===== config.mk =====
export PLATFORM = sky130hd
export DESIGN_NAME = video_top
export DESIGN_NICKNAME = d
export VERILOG_FILES = /design/src/source/video_pkg.sv /design/src/source/video_top.sv /design/src/source/pattern_gen.sv /design/src/source/timing_gen.sv /design/src/source/video_regs.sv
export SDC_FILE = /design/constraint.sdc
export NUM_CORES = 1
export LEC_CHECK = 0
export ABC_AREA = 1
export BUFFER_PORTS_ARGS = -buffer_cell sky130_fd_sc_hd__buf_4
export CORE_MARGIN = 2
export CORE_UTILIZATION = 56
export CTS_CLUSTER_DIAMETER = 120
export DETAILED_ROUTE_END_ITERATION = 6
export MAX_ROUTING_LAYER = met4
export PLACE_DENSITY_LB_ADDON = 0.3
export SYNTH_ARGS = -nofsm -noshare
export SYNTH_HDL_FRONTEND = slang
export SYNTH_SLANG_ARGS = --single-unit

===== constraint.sdc =====
create_clock -name clk -period 3.2 [get_ports clk]
set_clock_uncertainty 0.05 [all_clocks]
set_input_delay 0.64 -clock clk [delete_from_list [all_inputs] [get_ports clk]]
set_output_delay 0.64 -clock clk [all_outputs]
set_load 0.01 [all_outputs]

===== src/source/video_pkg.sv =====
`default_nettype none

package video_pkg;

    localparam int color_bits = 8;   // Bits per colour channel
    localparam int frac_bits  = 12;  // Ramp accumulator fraction
    localparam int pixel_bits = 36;  // Three 12-bit transmitter lanes
    localparam int addr_bits  = 8;

    // Register map, byte addresses
    localparam logic [addr_bits-1:0] reg_ctrl   = 8'h00;  // Enable and pattern code
    localparam logic [addr_bits-1:0] reg_h_a    = 8'h04;  // h_total, h_sync
    localparam logic [addr_bits-1:0] reg_h_b    = 8'h08;  // h_bp, h_fp
    localparam logic [addr_bits-1:0] reg_v_a    = 8'h0C;  // v_total, v_sync
    localparam logic [addr_bits-1:0] reg_v_b    = 8'h10;  // v_bp, v_fp
    localparam logic [addr_bits-1:0] reg_arg    = 8'h14;  // Pattern argument
    localparam logic [addr_bits-1:0] reg_status = 8'h18;  // Frame count, read only

    // Pattern codes, anything else is black
    localparam logic [2:0] pat_solid   = 3'd0;
    localparam logic [2:0] pat_border  = 3'd1;
    localparam logic [2:0] pat_moire_x = 3'd2;
    localparam logic [2:0] pat_moire_y = 3'd3;
    localparam logic [2:0] pat_ramp    = 3'd4;

    // Argument word is a ramp step or a solid colour
    typedef union packed {
        struct packed {
            logic [3:0]                     pad;
            logic [color_bits+frac_bits-1:0] step;
        } ramp;
        struct packed {
            logic [color_bits-1:0] red;
            logic [color_bits-1:0] green;
            logic [color_bits-1:0] blue;
        } rgb;
    } pattern_arg_t;

endpackage

`default_nettype wire

===== src/source/video_top.sv =====
`default_nettype none
`timescale 1ns/100ps

module video_top import video_pkg::*; #(
    parameter int x_bits = 12,
    parameter int y_bits = 12
) (
    input  wire                   clk,
    input  wire                   reset,
    input  wire [addr_bits-1:0]   awaddr,
    input  wire                   awvalid,
    output logic                  awready,
    input  wire [31:0]            wdata,
    input  wire [3:0]             wstrb,
    input  wire                   wvalid,
    output logic                  wready,
    output logic [1:0]            bresp,
    output logic                  bvalid,
    input  wire                   bready,
    input  wire [addr_bits-1:0]   araddr,
    input  wire                   arvalid,
    output logic                  arready,
    output logic [31:0]           rdata,
    output logic [1:0]            rresp,
    output logic                  rvalid,
    input  wire                   rready,
    output logic                  hs_out,
    output logic                  vs_out,
    output logic                  de_out,
    output logic [pixel_bits-1:0] pixel
);

    logic              enable;
    logic [x_bits-1:0] h_total;
    logic [x_bits-1:0] h_sync;
    logic [x_bits-1:0] h_bp;
    logic [x_bits-1:0] h_fp;
    logic [y_bits-1:0] v_total;
    logic [y_bits-1:0] v_sync;
    logic [y_bits-1:0] v_bp;
    logic [y_bits-1:0] v_fp;
    logic [2:0]        pattern;
    pattern_arg_t      pattern_arg;
    logic              frame_pulse;
    logic              hs;
    logic              vs;
    logic              de;
    logic [x_bits-1:0] x;
    logic [y_bits-1:0] y;
    logic [x_bits-1:0] active_width;
    logic [y_bits-1:0] active_height;

    video_regs #(.x_bits(x_bits), .y_bits(y_bits)) video_regs_inst (
        .clk         (clk),
        .reset       (reset),
        .awaddr      (awaddr),
        .awvalid     (awvalid),
        .awready     (awready),
        .wdata       (wdata),
        .wstrb       (wstrb),
        .wvalid      (wvalid),
        .wready      (wready),
        .bresp       (bresp),
        .bvalid      (bvalid),
        .bready      (bready),
        .araddr      (araddr),
        .arvalid     (arvalid),
        .arready     (arready),
        .rdata       (rdata),
        .rresp       (rresp),
        .rvalid      (rvalid),
        .rready      (rready),
        .enable      (enable),
        .h_total     (h_total),
        .h_sync      (h_sync),
        .h_bp        (h_bp),
        .h_fp        (h_fp),
        .v_total     (v_total),
        .v_sync      (v_sync),
        .v_bp        (v_bp),
        .v_fp        (v_fp),
        .pattern     (pattern),
        .pattern_arg (pattern_arg),
        .frame_pulse (frame_pulse)
    );

    timing_gen #(.x_bits(x_bits), .y_bits(y_bits)) timing_gen_inst (
        .clk           (clk),
        .reset         (reset),
        .enable        (enable),
        .h_total       (h_total),
        .h_sync        (h_sync),
        .h_bp          (h_bp),
        .h_fp          (h_fp),
        .v_total       (v_total),
        .v_sync        (v_sync),
        .v_bp          (v_bp),
        .v_fp          (v_fp),
        .hs            (hs),
        .vs            (vs),
        .de            (de),
        .x             (x),
        .y             (y),
        .active_width  (active_width),
        .active_height (active_height),
        .frame_pulse   (frame_pulse)
    );

    pattern_gen #(.x_bits(x_bits), .y_bits(y_bits)) pattern_gen_inst (
        .clk           (clk),
        .reset         (reset),
        .hs_in         (hs),
        .vs_in         (vs),
        .de_in         (de),
        .x             (x),
        .y             (y),
        .active_width  (active_width),
        .active_height (active_height),
        .pattern       (pattern),
        .pattern_arg   (pattern_arg),
        .hs_out        (hs_out),
        .vs_out        (vs_out),
        .de_out        (de_out),
        .pixel         (pixel)
    );

endmodule

`default_nettype wire


===== src/source/pattern_gen.sv =====
`default_nettype none
`timescale 1ns/100ps

module pattern_gen import video_pkg::*; #(
    parameter int x_bits = 12,
    parameter int y_bits = 12
) (
    input  wire                   clk,
    input  wire                   reset,
    input  wire                   hs_in,
    input  wire                   vs_in,
    input  wire                   de_in,
    input  wire [x_bits-1:0]      x,
    input  wire [y_bits-1:0]      y,
    input  wire [x_bits-1:0]      active_width,
    input  wire [y_bits-1:0]      active_height,
    input  wire [2:0]             pattern,
    input  wire pattern_arg_t     pattern_arg,
    output logic                  hs_out,
    output logic                  vs_out,
    output logic                  de_out,
    output logic [pixel_bits-1:0] pixel
);

    localparam int lane_bits = pixel_bits / 3;
    localparam logic [color_bits-1:0] white = '1;

    logic [color_bits+frac_bits-1:0] ramp_acc;
    logic [color_bits-1:0]           red;
    logic [color_bits-1:0]           green;
    logic [color_bits-1:0]           blue;
    logic                            edge_pix;

    assign edge_pix = (x == '0) || (y == '0) ||
                      (x == active_width - 1'b1) || (y == active_height - 1'b1);

    always_comb begin
        red   = '0;
        green = '0;
        blue  = '0;
        case (pattern)
            pat_solid: begin
                red   = pattern_arg.rgb.red;
                green = pattern_arg.rgb.green;
                blue  = pattern_arg.rgb.blue;
            end
            pat_border: begin
                red   = edge_pix ? white : '0;
                green = red;
                blue  = red;
            end
            pat_moire_x: begin
                red   = x[0] ? white : '0;  // Odd columns
                green = red;
                blue  = red;
            end
            pat_moire_y: begin
                red   = y[0] ? white : '0;  // Odd rows
                green = red;
                blue  = red;
            end
            pat_ramp: begin
                red   = ramp_acc[frac_bits +: color_bits];
                green = red;
                blue  = red;
            end
            default: ;  // Black
        endcase
    end

    // Ramp runs on every active pixel so it is in step when selected
    always_ff @(posedge clk) begin
        if (reset) begin
            ramp_acc <= '0;
        end else if (de_in) begin
            if (x == active_width - 1'b1) begin
                ramp_acc <= '0;
            end else if (x == '0) begin
                ramp_acc <= pattern_arg.ramp.step;
            end else begin
                ramp_acc <= ramp_acc + pattern_arg.ramp.step;
            end
        end
    end

    always_ff @(posedge clk) begin
        if (reset) begin
            hs_out <= 1'b0;
            vs_out <= 1'b0;
            de_out <= 1'b0;
        end else begin
            hs_out <= hs_in;  // Match the pixel register
            vs_out <= vs_in;
            de_out <= de_in;
        end
    end

    // Channel in the top of each lane, red highest
    always_ff @(posedge clk) begin
        if (!de_in) begin
            pixel <= '0;
        end else begin
            pixel <= {red,   {(lane_bits-color_bits){1'b0}},
                      green, {(lane_bits-color_bits){1'b0}},
                      blue,  {(lane_bits-color_bits){1'b0}}};
        end
    end

endmodule

`default_nettype wire


===== src/source/timing_gen.sv =====
`default_nettype none
`timescale 1ns/100ps

module timing_gen #(
    parameter int x_bits = 12,
    parameter int y_bits = 12
) (
    input  wire               clk,
    input  wire               reset,
    input  wire               enable,
    input  wire [x_bits-1:0]  h_total,
    input  wire [x_bits-1:0]  h_sync,
    input  wire [x_bits-1:0]  h_bp,
    input  wire [x_bits-1:0]  h_fp,
    input  wire [y_bits-1:0]  v_total,
    input  wire [y_bits-1:0]  v_sync,
    input  wire [y_bits-1:0]  v_bp,
    input  wire [y_bits-1:0]  v_fp,
    output logic              hs,
    output logic              vs,
    output logic              de,
    output logic [x_bits-1:0] x,
    output logic [y_bits-1:0] y,
    output logic [x_bits-1:0] active_width,
    output logic [y_bits-1:0] active_height,
    output logic              frame_pulse
);

    // Shadow copies, stable for a whole frame
    logic [x_bits-1:0] sh_h_total;
    logic [x_bits-1:0] sh_h_sync;
    logic [x_bits-1:0] sh_h_bp;
    logic [x_bits-1:0] sh_h_fp;
    logic [y_bits-1:0] sh_v_total;
    logic [y_bits-1:0] sh_v_sync;
    logic [y_bits-1:0] sh_v_bp;
    logic [y_bits-1:0] sh_v_fp;

    logic [x_bits-1:0] h_count;
    logic [y_bits-1:0] v_count;
    logic              enable_q;
    logic              run;
    logic              line_end;
    logic              frame_end;
    logic              h_active;
    logic              v_active;

    assign run       = enable && enable_q;  // Shadows are valid one cycle after the rise
    assign line_end  = (h_count == sh_h_total - 1'b1);
    assign frame_end = line_end && (v_count == sh_v_total - 1'b1);
    assign h_active  = (h_count >= sh_h_sync + sh_h_bp) && (h_count < sh_h_total - sh_h_fp);
    assign v_active  = (v_count >= sh_v_sync + sh_v_bp) && (v_count < sh_v_total - sh_v_fp);

    always_ff @(posedge clk) begin
        if (reset) begin
            enable_q   <= 1'b0;
            sh_h_total <= '0;
            sh_h_sync  <= '0;
            sh_h_bp    <= '0;
            sh_h_fp    <= '0;
            sh_v_total <= '0;
            sh_v_sync  <= '0;
            sh_v_bp    <= '0;
            sh_v_fp    <= '0;
        end else begin
            enable_q <= enable;
            // Load on enable rise or at the last pixel of a frame
            if ((enable && !enable_q) || (run && frame_end)) begin
                sh_h_total <= h_total;
                sh_h_sync  <= h_sync;
                sh_h_bp    <= h_bp;
                sh_h_fp    <= h_fp;
                sh_v_total <= v_total;
                sh_v_sync  <= v_sync;
                sh_v_bp    <= v_bp;
                sh_v_fp    <= v_fp;
            end
        end
    end

    // Raster counters
    always_ff @(posedge clk) begin
        if (reset || !run) begin
            h_count <= '0;
            v_count <= '0;
        end else if (line_end) begin
            h_count <= '0;
            v_count <= frame_end ? '0 : v_count + 1'b1;
        end else begin
            h_count <= h_count + 1'b1;
        end
    end

    always_ff @(posedge clk) begin
        if (reset) begin
            hs          <= 1'b0;
            vs          <= 1'b0;
            de          <= 1'b0;
            frame_pulse <= 1'b0;
        end else begin
            hs          <= run && (h_count < sh_h_sync);
            vs          <= run && (v_count < sh_v_sync);
            de          <= run && h_active && v_active;
            frame_pulse <= run && (h_count == '0) && (v_count == '0);  // With the vs rise
        end
    end

    // Zero-based coordinates and the frame size for the pattern stage
    always_ff @(posedge clk) begin
        x             <= h_count - (sh_h_sync + sh_h_bp);
        y             <= v_count - (sh_v_sync + sh_v_bp);
        active_width  <= sh_h_total - (sh_h_sync + sh_h_bp + sh_h_fp);
        active_height <= sh_v_total - (sh_v_sync + sh_v_bp + sh_v_fp);
    end

endmodule

`default_nettype wire


===== src/source/video_regs.sv =====
`default_nettype none
`timescale 1ns/100ps

module video_regs import video_pkg::*; #(
    parameter int x_bits = 12,
    parameter int y_bits = 12
) (
    input  wire                  clk,
    input  wire                  reset,
    input  wire [addr_bits-1:0]  awaddr,
    input  wire                  awvalid,
    output logic                 awready,
    input  wire [31:0]           wdata,
    input  wire [3:0]            wstrb,
    input  wire                  wvalid,
    output logic                 wready,
    output logic [1:0]           bresp,
    output logic                 bvalid,
    input  wire                  bready,
    input  wire [addr_bits-1:0]  araddr,
    input  wire                  arvalid,
    output logic                 arready,
    output logic [31:0]          rdata,
    output logic [1:0]           rresp,
    output logic                 rvalid,
    input  wire                  rready,
    output logic                 enable,
    output logic [x_bits-1:0]    h_total,
    output logic [x_bits-1:0]    h_sync,
    output logic [x_bits-1:0]    h_bp,
    output logic [x_bits-1:0]    h_fp,
    output logic [y_bits-1:0]    v_total,
    output logic [y_bits-1:0]    v_sync,
    output logic [y_bits-1:0]    v_bp,
    output logic [y_bits-1:0]    v_fp,
    output logic [2:0]           pattern,
    output pattern_arg_t         pattern_arg,
    input  wire                  frame_pulse
);

    localparam int num_regs = (reg_arg >> 2) + 1;
    localparam logic [1:0] resp_okay   = 2'b00;
    localparam logic [1:0] resp_slverr = 2'b10;

    logic [31:0] regs [0:num_regs-1];
    logic [15:0] frame_count;
    logic        wr_fire;
    logic        wr_reg;
    logic        wr_ok;
    logic        rd_fire;
    logic [31:0] rd_data;
    logic        rd_err;

    assign wr_fire = awready && awvalid && wvalid;
    assign wr_reg  = (awaddr[1:0] == 2'b00) && (awaddr <= reg_arg);
    assign wr_ok   = wr_reg || (awaddr == reg_status);  // Status writes are dropped
    assign rd_fire = arready && arvalid;
    assign wready  = awready;  // Address and data accepted together

    // Write channel
    always_ff @(posedge clk) begin
        if (reset) begin
            awready <= 1'b0;
            bvalid  <= 1'b0;
            bresp   <= resp_okay;
        end else begin
            awready <= awvalid && wvalid && !awready && !bvalid;  // One-cycle pulse
            if (wr_fire) begin
                bvalid <= 1'b1;
                bresp  <= wr_ok ? resp_okay : resp_slverr;
            end else if (bready) begin
                bvalid <= 1'b0;
            end
        end
    end

    // Register file with byte lanes
    always_ff @(posedge clk) begin
        if (reset) begin
            for (int i = 0; i < num_regs; i++) begin
                regs[i] <= '0;
            end
        end else if (wr_fire && wr_reg) begin
            for (int b = 0; b < 4; b++) begin
                if (wstrb[b]) begin
                    regs[awaddr[4:2]][8*b +: 8] <= wdata[8*b +: 8];
                end
            end
        end
    end

    always_ff @(posedge clk) begin
        if (reset) begin
            frame_count <= '0;
        end else if (frame_pulse) begin
            frame_count <= frame_count + 16'd1;
        end
    end

    // Unmapped reads return zero
    always_comb begin
        rd_data = '0;
        rd_err  = 1'b0;
        if ((araddr[1:0] == 2'b00) && (araddr <= reg_arg)) begin
            rd_data = regs[araddr[4:2]];
        end else if (araddr == reg_status) begin
            rd_data = {16'h0000, frame_count};
        end else begin
            rd_err = 1'b1;
        end
    end

    // Read channel
    always_ff @(posedge clk) begin
        if (reset) begin
            arready <= 1'b0;
            rvalid  <= 1'b0;
            rresp   <= resp_okay;
            rdata   <= '0;
        end else begin
            arready <= arvalid && !arready && !rvalid;
            if (rd_fire) begin
                rvalid <= 1'b1;
                rdata  <= rd_data;
                rresp  <= rd_err ? resp_slverr : resp_okay;
            end else if (rready) begin
                rvalid <= 1'b0;
            end
        end
    end

    assign enable      = regs[reg_ctrl[4:2]][0];
    assign pattern     = regs[reg_ctrl[4:2]][10:8];
    assign h_total     = x_bits'(regs[reg_h_a[4:2]][27:16]);
    assign h_sync      = x_bits'(regs[reg_h_a[4:2]][11:0]);
    assign h_bp        = x_bits'(regs[reg_h_b[4:2]][27:16]);
    assign h_fp        = x_bits'(regs[reg_h_b[4:2]][11:0]);
    assign v_total     = y_bits'(regs[reg_v_a[4:2]][27:16]);
    assign v_sync      = y_bits'(regs[reg_v_a[4:2]][11:0]);
    assign v_bp        = y_bits'(regs[reg_v_b[4:2]][27:16]);
    assign v_fp        = y_bits'(regs[reg_v_b[4:2]][11:0]);
    assign pattern_arg = regs[reg_arg[4:2]][23:0];

endmodule

`default_nettype wire


==> impl_metrics.env, run 1 <==
export IMPL_status="finished, violations left"
export IMPL_violations="setup timing"
export IMPL_worstSetupEndpointType="flop"
export IMPL_die_w_um=229
export IMPL_placed_cell_area_um2=30600
export IMPL_drive_above_1_share_pct=11.9
export IMPL_leakage_uw=0.0150
export IMPL_grt_max_degree=89
export IMPL_synthToLayoutAreaGrowth_pct=15.9
export IMPL_cts_htree_levels=2
export IMPL_cts_sinks=490
export IMPL_ys_flop_type="dfxtp_1"
export IMPL_grt_pass1_vias=23500
export IMPL_dp_cells=4404
export IMPL_grt_usage_pct=33.5
export IMPL_swShare_pct=29.5
export IMPL_rr_startpoint="timing_gen_inst.sh_v_bp[4]"
export IMPL_dr_pass1_iters=6
export IMPL_drv_cap=0
export IMPL_drc_errors=0
export IMPL_min_period_over_period_pct=101
export IMPL_worst_hold_path_num_cells=3
export IMPL_maxSlewViolCount=0
export IMPL_ctsRootBufferMaster="clkbuf_16"
export IMPL_clk_latency_ns=0.62
export IMPL_dp_hpwl_mm=65.6
export IMPL_routed_top_layer="met4"
export IMPL_p_switching_uw=5130
export IMPL_max_slew_margin_pct=36.2
export IMPL_wl_met1_mm=36.6
export IMPL_die_h_um=229
export IMPL_grt_pass1_wl_mm=133
export IMPL_worstSetupPathType="flop to flop"
export IMPL_rr_worst_depth=16
export IMPL_core_area_um2=50100
export IMPL_worstPathRequired_ns=3.64
export IMPL_cpPeakStageDelay_ns=0.45
export IMPL_pwr_share_comb_pct=21.4
export IMPL_netlist_instances=3585
export IMPL_rsz0062_at_grt="yes"
export IMPL_fmax_ghz=0.309
export IMPL_worst_pin_slew_ns=0.954
export IMPL_hold_viol=0
export IMPL_fin_ws_ns=-0.0321
export IMPL_ys_ff_latch=490
export IMPL_synth_area_um2=28400
export IMPL_final_common_cell="nand2_1"
export IMPL_fin_area_um2=32900
export IMPL_initial_core_util_pct=56.6
export IMPL_postRouteWirelength_mm=87.2
export IMPL_yosysSeqAreaShare_pct=42.2
export IMPL_ff2ff_setup_slack_ns=-0.03
export IMPL_fill_cells=4328
export IMPL_power_total_uw=17400
export IMPL_async_flop_share_pct=0
export IMPL_postLayoutCoreUtil_pct=65.7
export IMPL_gp_congestion=0.958
export IMPL_tritoncts="done"
export IMPL_layout_common_cells="711 x nand2_1, 555 x nor2_1, 416 x inv_1"
export IMPL_p_clk_share_pct=36.4
export IMPL_ys_warn_count=0
export IMPL_final_cells=4507
export IMPL_wl_met3_mm=8.54
export IMPL_critPathLaunchType="flop"
export IMPL_hold_start="arvalid"
export IMPL_ios=139
export IMPL_ant_nets=0
export IMPL_viasPerCell=5.66
export IMPL_antenna_found_initial=3
export IMPL_rows=82
export IMPL_port_buffers=124
export IMPL_p_int_uw=12300
export IMPL_die_area_um2=52500
export IMPL_holdPathEnd="video_regs_inst.arready"
export IMPL_overflow=0
export IMPL_met2_length_mm=38.3
export IMPL_routed_wire_length_per_instance_um=19.3
export IMPL_worstPathCellList="ha_1, buf_4, a21oi_1, o21ai_0, a21oi_1, buf_4, xor2_1, fa_1, inv_1, ha_1, buf_4, nand3_1, nand2_1, a21oi_1, o21ai_0, xor2_1"
export IMPL_rr_endpoint="timing_gen_inst.active_height[10]"
export IMPL_crit_fanout=3
export IMPL_min_delay_path_class="input port to flop"
export IMPL_fin_crit_ns=3.23
export IMPL_syn_mean_instance_area_um2=7.91
export IMPL_nNetsFinal=4043
export IMPL_drt_iter0_markers=2850
export IMPL_cts_clk_slew_worst_paths_ns=0.06
export IMPL_hold_buffers=0
export IMPL_arrival_ns=3.67
export IMPL_numCtsBuffers=51
export IMPL_p_seq_share_pct=42.2
export IMPL_finalSetupViolations=3
export IMPL_dp_slack_ns=-0.143
export IMPL_num_vias=25500
export IMPL_vdd_drop_max_v=0.000504
export IMPL_crit_slowest_cell="fa_1"
export IMPL_synth_edf_count=216
export IMPL_power_density_nw_per_um2=529
export IMPL_synthDistinctLibCells=55
export IMPL_cts_path_max_buffers=3
[through the flow]
step	setup TNS, ns	hold slack, ns
after floorplan	0	0.338
after global placement	-0.165	0.342
after detailed placement	-0.318	0.346
after CTS	-0.0254	0.197
after global routing	-1.04	0.226
final	-0.0582	0.217
[layout make-up]
cell class | count | area (µm²) | area share, %
flip-flops and latches | 490 | 12000 | 36.4
repair buffers | 249 | 1930 | 5.88
multi-input cells | 2567 | 14700 | 44.8
well taps | 672 | 841 | 2.56
inverters | 432 | 1620 | 4.94
diodes | 3 | 7.51 | 0.0228
clock buffers | 69 | 1390 | 4.24
clock inverters | 25 | 380 | 1.16
[how the worst max path moves through the flow]
| stage | slack (ns) | endpoint | from |
|---|---|---|---|
| after floorplan | 0.002 | timing_gen_inst.active_height[11] | timing_gen_inst.sh_v_bp[0] |
| after global placement | -0.10 | timing_gen_inst.active_height[11] | timing_gen_inst.sh_v_bp[0] |
| after detailed placement | -0.14 | timing_gen_inst.active_height[11] | timing_gen_inst.sh_v_bp[0] |
| after CTS | -0.03 | timing_gen_inst.active_height[11] | timing_gen_inst.sh_v_bp[3] |
| after global routing | -0.27 | timing_gen_inst.active_height[11] | timing_gen_inst.sh_v_bp[3] |
| final | -0.03 | timing_gen_inst.active_height[10] | timing_gen_inst.sh_v_bp[4] |
[layer usage]
layer	up-vias	GRT usage, %
li1	12200	-
met1	11900	44.9
met2	1194	50.4
met3	233	6.34
met4	0	13.1
met5	-	-
[kinds of logic (layout without fill, tap and decap cells)]
logic type | Yosys count | in the layout | synth area share [%]
adders and majority gates | 193 | 193 | 9.23
and+or+nand+nor | 1678 | 1678 | 25.1
DFF | 490 | 490 | 42.2
xor gates and xnor gates | 154 | 154 | 4.95
AOI/OAI and AO/OA | 504 | 504 | 10.6
other | 1 | 41 | 0.0132
buffers and inverters | 565 | 775 | 7.95
[critical path, delay by kind of cell, from the launching register on]
kind | cells | cell delay, ns
adders and majority gates | 3 | 1.00
AOI/OAI and AO/OA | 5 | 0.70
DFF | 1 | 0.31
buffers and inverters | 4 | 0.51
and+or+nand+nor | 2 | 0.13
xor gates and xnor gates | 2 | 0.39
[Yosys cell counts, drive strengths merged (2+ instances only)]
library cell  instances  area (µm²)
or2                  11        71.3
clkinv                6        22.5
xor2                106         928
o21a                  3        22.5
a31oi                17         106
ha                  166        2080
edfxtp              216        6490
o31ai                 6        45.0
o21bai               19         143
a211oi                6        45.0
xnor2                44         385
and2                  2        12.5
o21ai               139         696
nand2               734        2880
nand3               250        1260
a21oi               199         996
and3                  2        12.5
a21o                 10        75.1
buf                  35         264
a221oi               15         131
xnor3                 3        67.6
nor3                 33         210
o211ai               38         285
o2111ai               7        61.3
nor2                566        2150
o221ai               25         219
clkbuf               98         368
nor3b                 4        30.0
nand3b               14         105
a22oi                 2        15.0
nand4                54         338
fa                   27         541
dfxtp               274        5490
nor4                  8        50.1
a211o                14         123
inv                 426        1600
[power by group through the flow]
stage,clock (µW),sequential [µW],combinational [µW]
finish,6320,7340,3720
global route,6600,7380,4190
CTS,6350,7330,3480
detailed placement,0,7460,3450
global placement,0,7450,3390
floorplan,0,7330,2530
[flip-flops by register name, summed over array words and instances (netlist names), 16 cells and up]
| register | flops |
|---|---|
| pattern_gen_inst.ramp_acc | 20 |
| video_regs_inst.rdata | 32 |
| video_regs_inst.regs | 216 |
| pattern_gen_inst.pixel | 24 |
| video_regs_inst.frame_count | 16 |
[what timing repair did]
item | in CTS | in global routing
pin swaps | 3 | 20
buffers inserted | 1 | 5
endpoints found under the hold margin | 0 | 0
endpoints found under the setup margin | 7 | 61
resized for setup | 12 | 92
Power figures use the tool's default switching activity.
==> run 2: changes to the inputs <==
Settings changed: BUFFER_PORTS_ARGS -buffer_cell sky130_fd_sc_hd__buf_4 to -buffer_cell sky130_fd_sc_hd__buf_2, MAX_ROUTING_LAYER met4 to not set, TNS_END_PERCENT set to 5.
==> run 2 against run 1 <==
The flow finishes with violations (DRC); setup slack better by 0.046 ns; combinational power down 1%; count of clock-buffer cells in the layout up 7; via count is essentially flat; critical path depth fell by 1; cell count is essentially flat; routed wire length shrank 1.1%; global-route usage is 1.2 points lower; die area stayed put; critical path type unchanged; critical endpoint is now timing_gen_inst.active_height[11]; largest power group unchanged.
==> impl_metrics.env, run 2 (synthesis results as in run 1) <==
export IMPL_path_delay_family="adder cells"
export IMPL_critPathLaunchType="flop"
export IMPL_top_regs="video_regs_inst.regs (216), video_regs_inst.rdata (32), pattern_gen_inst.pixel (24)"
export IMPL_core_area_um2=50100
export IMPL_hold_viol=0
export IMPL_finalSetupViolations=0
export IMPL_largest_register="video_regs_inst.regs"
export IMPL_final_common_cell="nand2_1"
export IMPL_tritoncts="done"
export IMPL_wl_met3_mm=9.00
export IMPL_placed_cell_area_um2=30300
export IMPL_crit_slowest_cell="fa_1"
export IMPL_worstPathCellList="ha_4, fa_2, a21o_1, xor2_1, fa_1, inv_1, ha_1, nand2_1, o21ai_1, a21oi_2, o21ai_2, nand2_1, a31oi_1, nand3b_1, nand2_1"
export IMPL_max_slew_margin_pct=27.4
export IMPL_drive_above_1_share_pct=11.7
export IMPL_fmax_ghz=0.314
export IMPL_tns_ns=0
export IMPL_violations="DRC"
export IMPL_drv_cap=0
export IMPL_cp_num_buf_inv=1
export IMPL_routed_wire_length_per_instance_um=19.1
export IMPL_die_h_um=229
export IMPL_cp_common_cell="nand2_1"
export IMPL_num_vias=25500
export IMPL_layout_common_cells="715 x nand2_1, 554 x nor2_1, 414 x inv_1"
export IMPL_drt_iter0_markers=3227
export IMPL_worstPathRequired_ns=3.65
export IMPL_die_area_um2=52500
export IMPL_cp_depth=15
export IMPL_overflow=0
export IMPL_min_delay_path_class="input port to flop"
export IMPL_ctsRootBufferMaster="clkbuf_16"
export IMPL_crit_fanout=4
export IMPL_rows=82
export IMPL_postRouteWirelength_mm=86.2
export IMPL_worst_hold_path_num_cells=3
export IMPL_ant_nets=0
export IMPL_numCtsBuffers=52
export IMPL_rsz0062_at_grt="yes"
export IMPL_arrival_ns=3.63
export IMPL_worstSetupPathType="flop to flop"
export IMPL_worstSetupEndpointType="flop"
export IMPL_fin_area_um2=32500
export IMPL_cts_path_max_buffers=3
export IMPL_min_period_over_period_pct=99.6
export IMPL_gp_congestion=0.977
export IMPL_fill_cells=4374
export IMPL_port_buffers=124
export IMPL_worst_pin_slew_ns=1.09
export IMPL_ff2ff_setup_slack_ns=0.01
export IMPL_cts_sinks=490
export IMPL_vdd_drop_max_v=0.000442
export IMPL_ios=139
export IMPL_nNetsFinal=4047
export IMPL_antenna_found_initial=0
export IMPL_cts_htree_levels=2
export IMPL_synthToLayoutAreaGrowth_pct=14.5
export IMPL_status="finished, violations left"
export IMPL_viasPerCell=5.65
export IMPL_leakage_uw=0.0150
export IMPL_fin_crit_ns=3.19
export IMPL_initial_core_util_pct=56.6
export IMPL_cts_clk_slew_worst_paths_ns=0.06
export IMPL_grt_usage_pct=32.3
export IMPL_maxSlewViolCount=0
export IMPL_largest_reg_flops=216
export IMPL_dr_pass1_iters=7
export IMPL_grt_max_degree=85
export IMPL_diodes=0
export IMPL_dp_hpwl_mm=65.1
export IMPL_rr_worst_depth=15
export IMPL_hold_slack_ns=0.202
export IMPL_grt_pass1_vias=23300
export IMPL_wl_met1_mm=35.8
export IMPL_grt_pass1_wl_mm=132
export IMPL_die_w_um=229
export IMPL_routed_top_layer="met4"
export IMPL_drc_errors=2
export IMPL_clk_latency_ns=0.62
export IMPL_power_density_nw_per_um2=532
export IMPL_met2_length_mm=38.0
export IMPL_cpPeakStageDelay_ns=0.49
[run 2: timing repair]
item,in CTS,in global routing
hold buffers,0,0
buffers inserted,0,3
resized for setup,13,73
pin swaps,2,15
endpoints found under the setup margin,6,19
[run 2: metal layers]
| metal | vias up | GRT usage (%) |
|---|---|---|
| li1 | 12200 | - |
| met4 | 0 | 12.1 |
| met5 | - | 0 |
| met3 | 218 | 5.53 |
| met2 | 1315 | 50.3 |
| met1 | 11700 | 45.2 |
[run 2: tightest hold or removal path, cell delays in order]
cell and delay [ns]:
buf_2 0.10, inv_1 0.04, nor4_1 0.04
[run 2: cell type report]
| class | count | area, µm² | share of cell area [%] |
|---|---|---|---|
| clock inverter | 19 | 273 | 0.840 |
| sequential | 490 | 12000 | 36.9 |
| inverter | 432 | 1620 | 5.00 |
| clock buffer | 76 | 1500 | 4.61 |
| multi-input combinational | 2567 | 14600 | 45.1 |
| timing repair buffer | 252 | 1620 | 4.99 |
| tap | 672 | 841 | 2.59 |
[run 2: metrics by stage]
stage          utilization [%]  total power (µW)  setup slack, ns  cells
3_5_place_dp              60.6             10900           -0.161   4410
5_1_grt                   64.8             18100           -0.160   4508
4_1_cts                   64.2             17100          -0.0240   4505
2_1_floorplan                -              9860          0.00230   3622
3_3_place_gp              60.6             10800           -0.132   4410
6_report                  64.8             17300           0.0138   4508
[run 2: worst paths after layout]
check / start / end
worst max-delay path: timing_gen_inst.sh_v_sync[0] / timing_gen_inst.active_height[11]
worst min-delay path: arvalid / video_regs_inst.arready
worst max register to register: timing_gen_inst.sh_v_sync[0] / timing_gen_inst.active_height[11]
worst min register to register: timing_gen_inst.vs / pattern_gen_inst.vs_out
[run 2: where the power goes]
| group | total [µW] | switching (µW) | internal (µW) |
|---|---|---|---|
| sequential | 7340 | 375 | 6970 |
| combinational | 3680 | 2150 | 1530 |
| clock | 6260 | 2530 | 3740 |
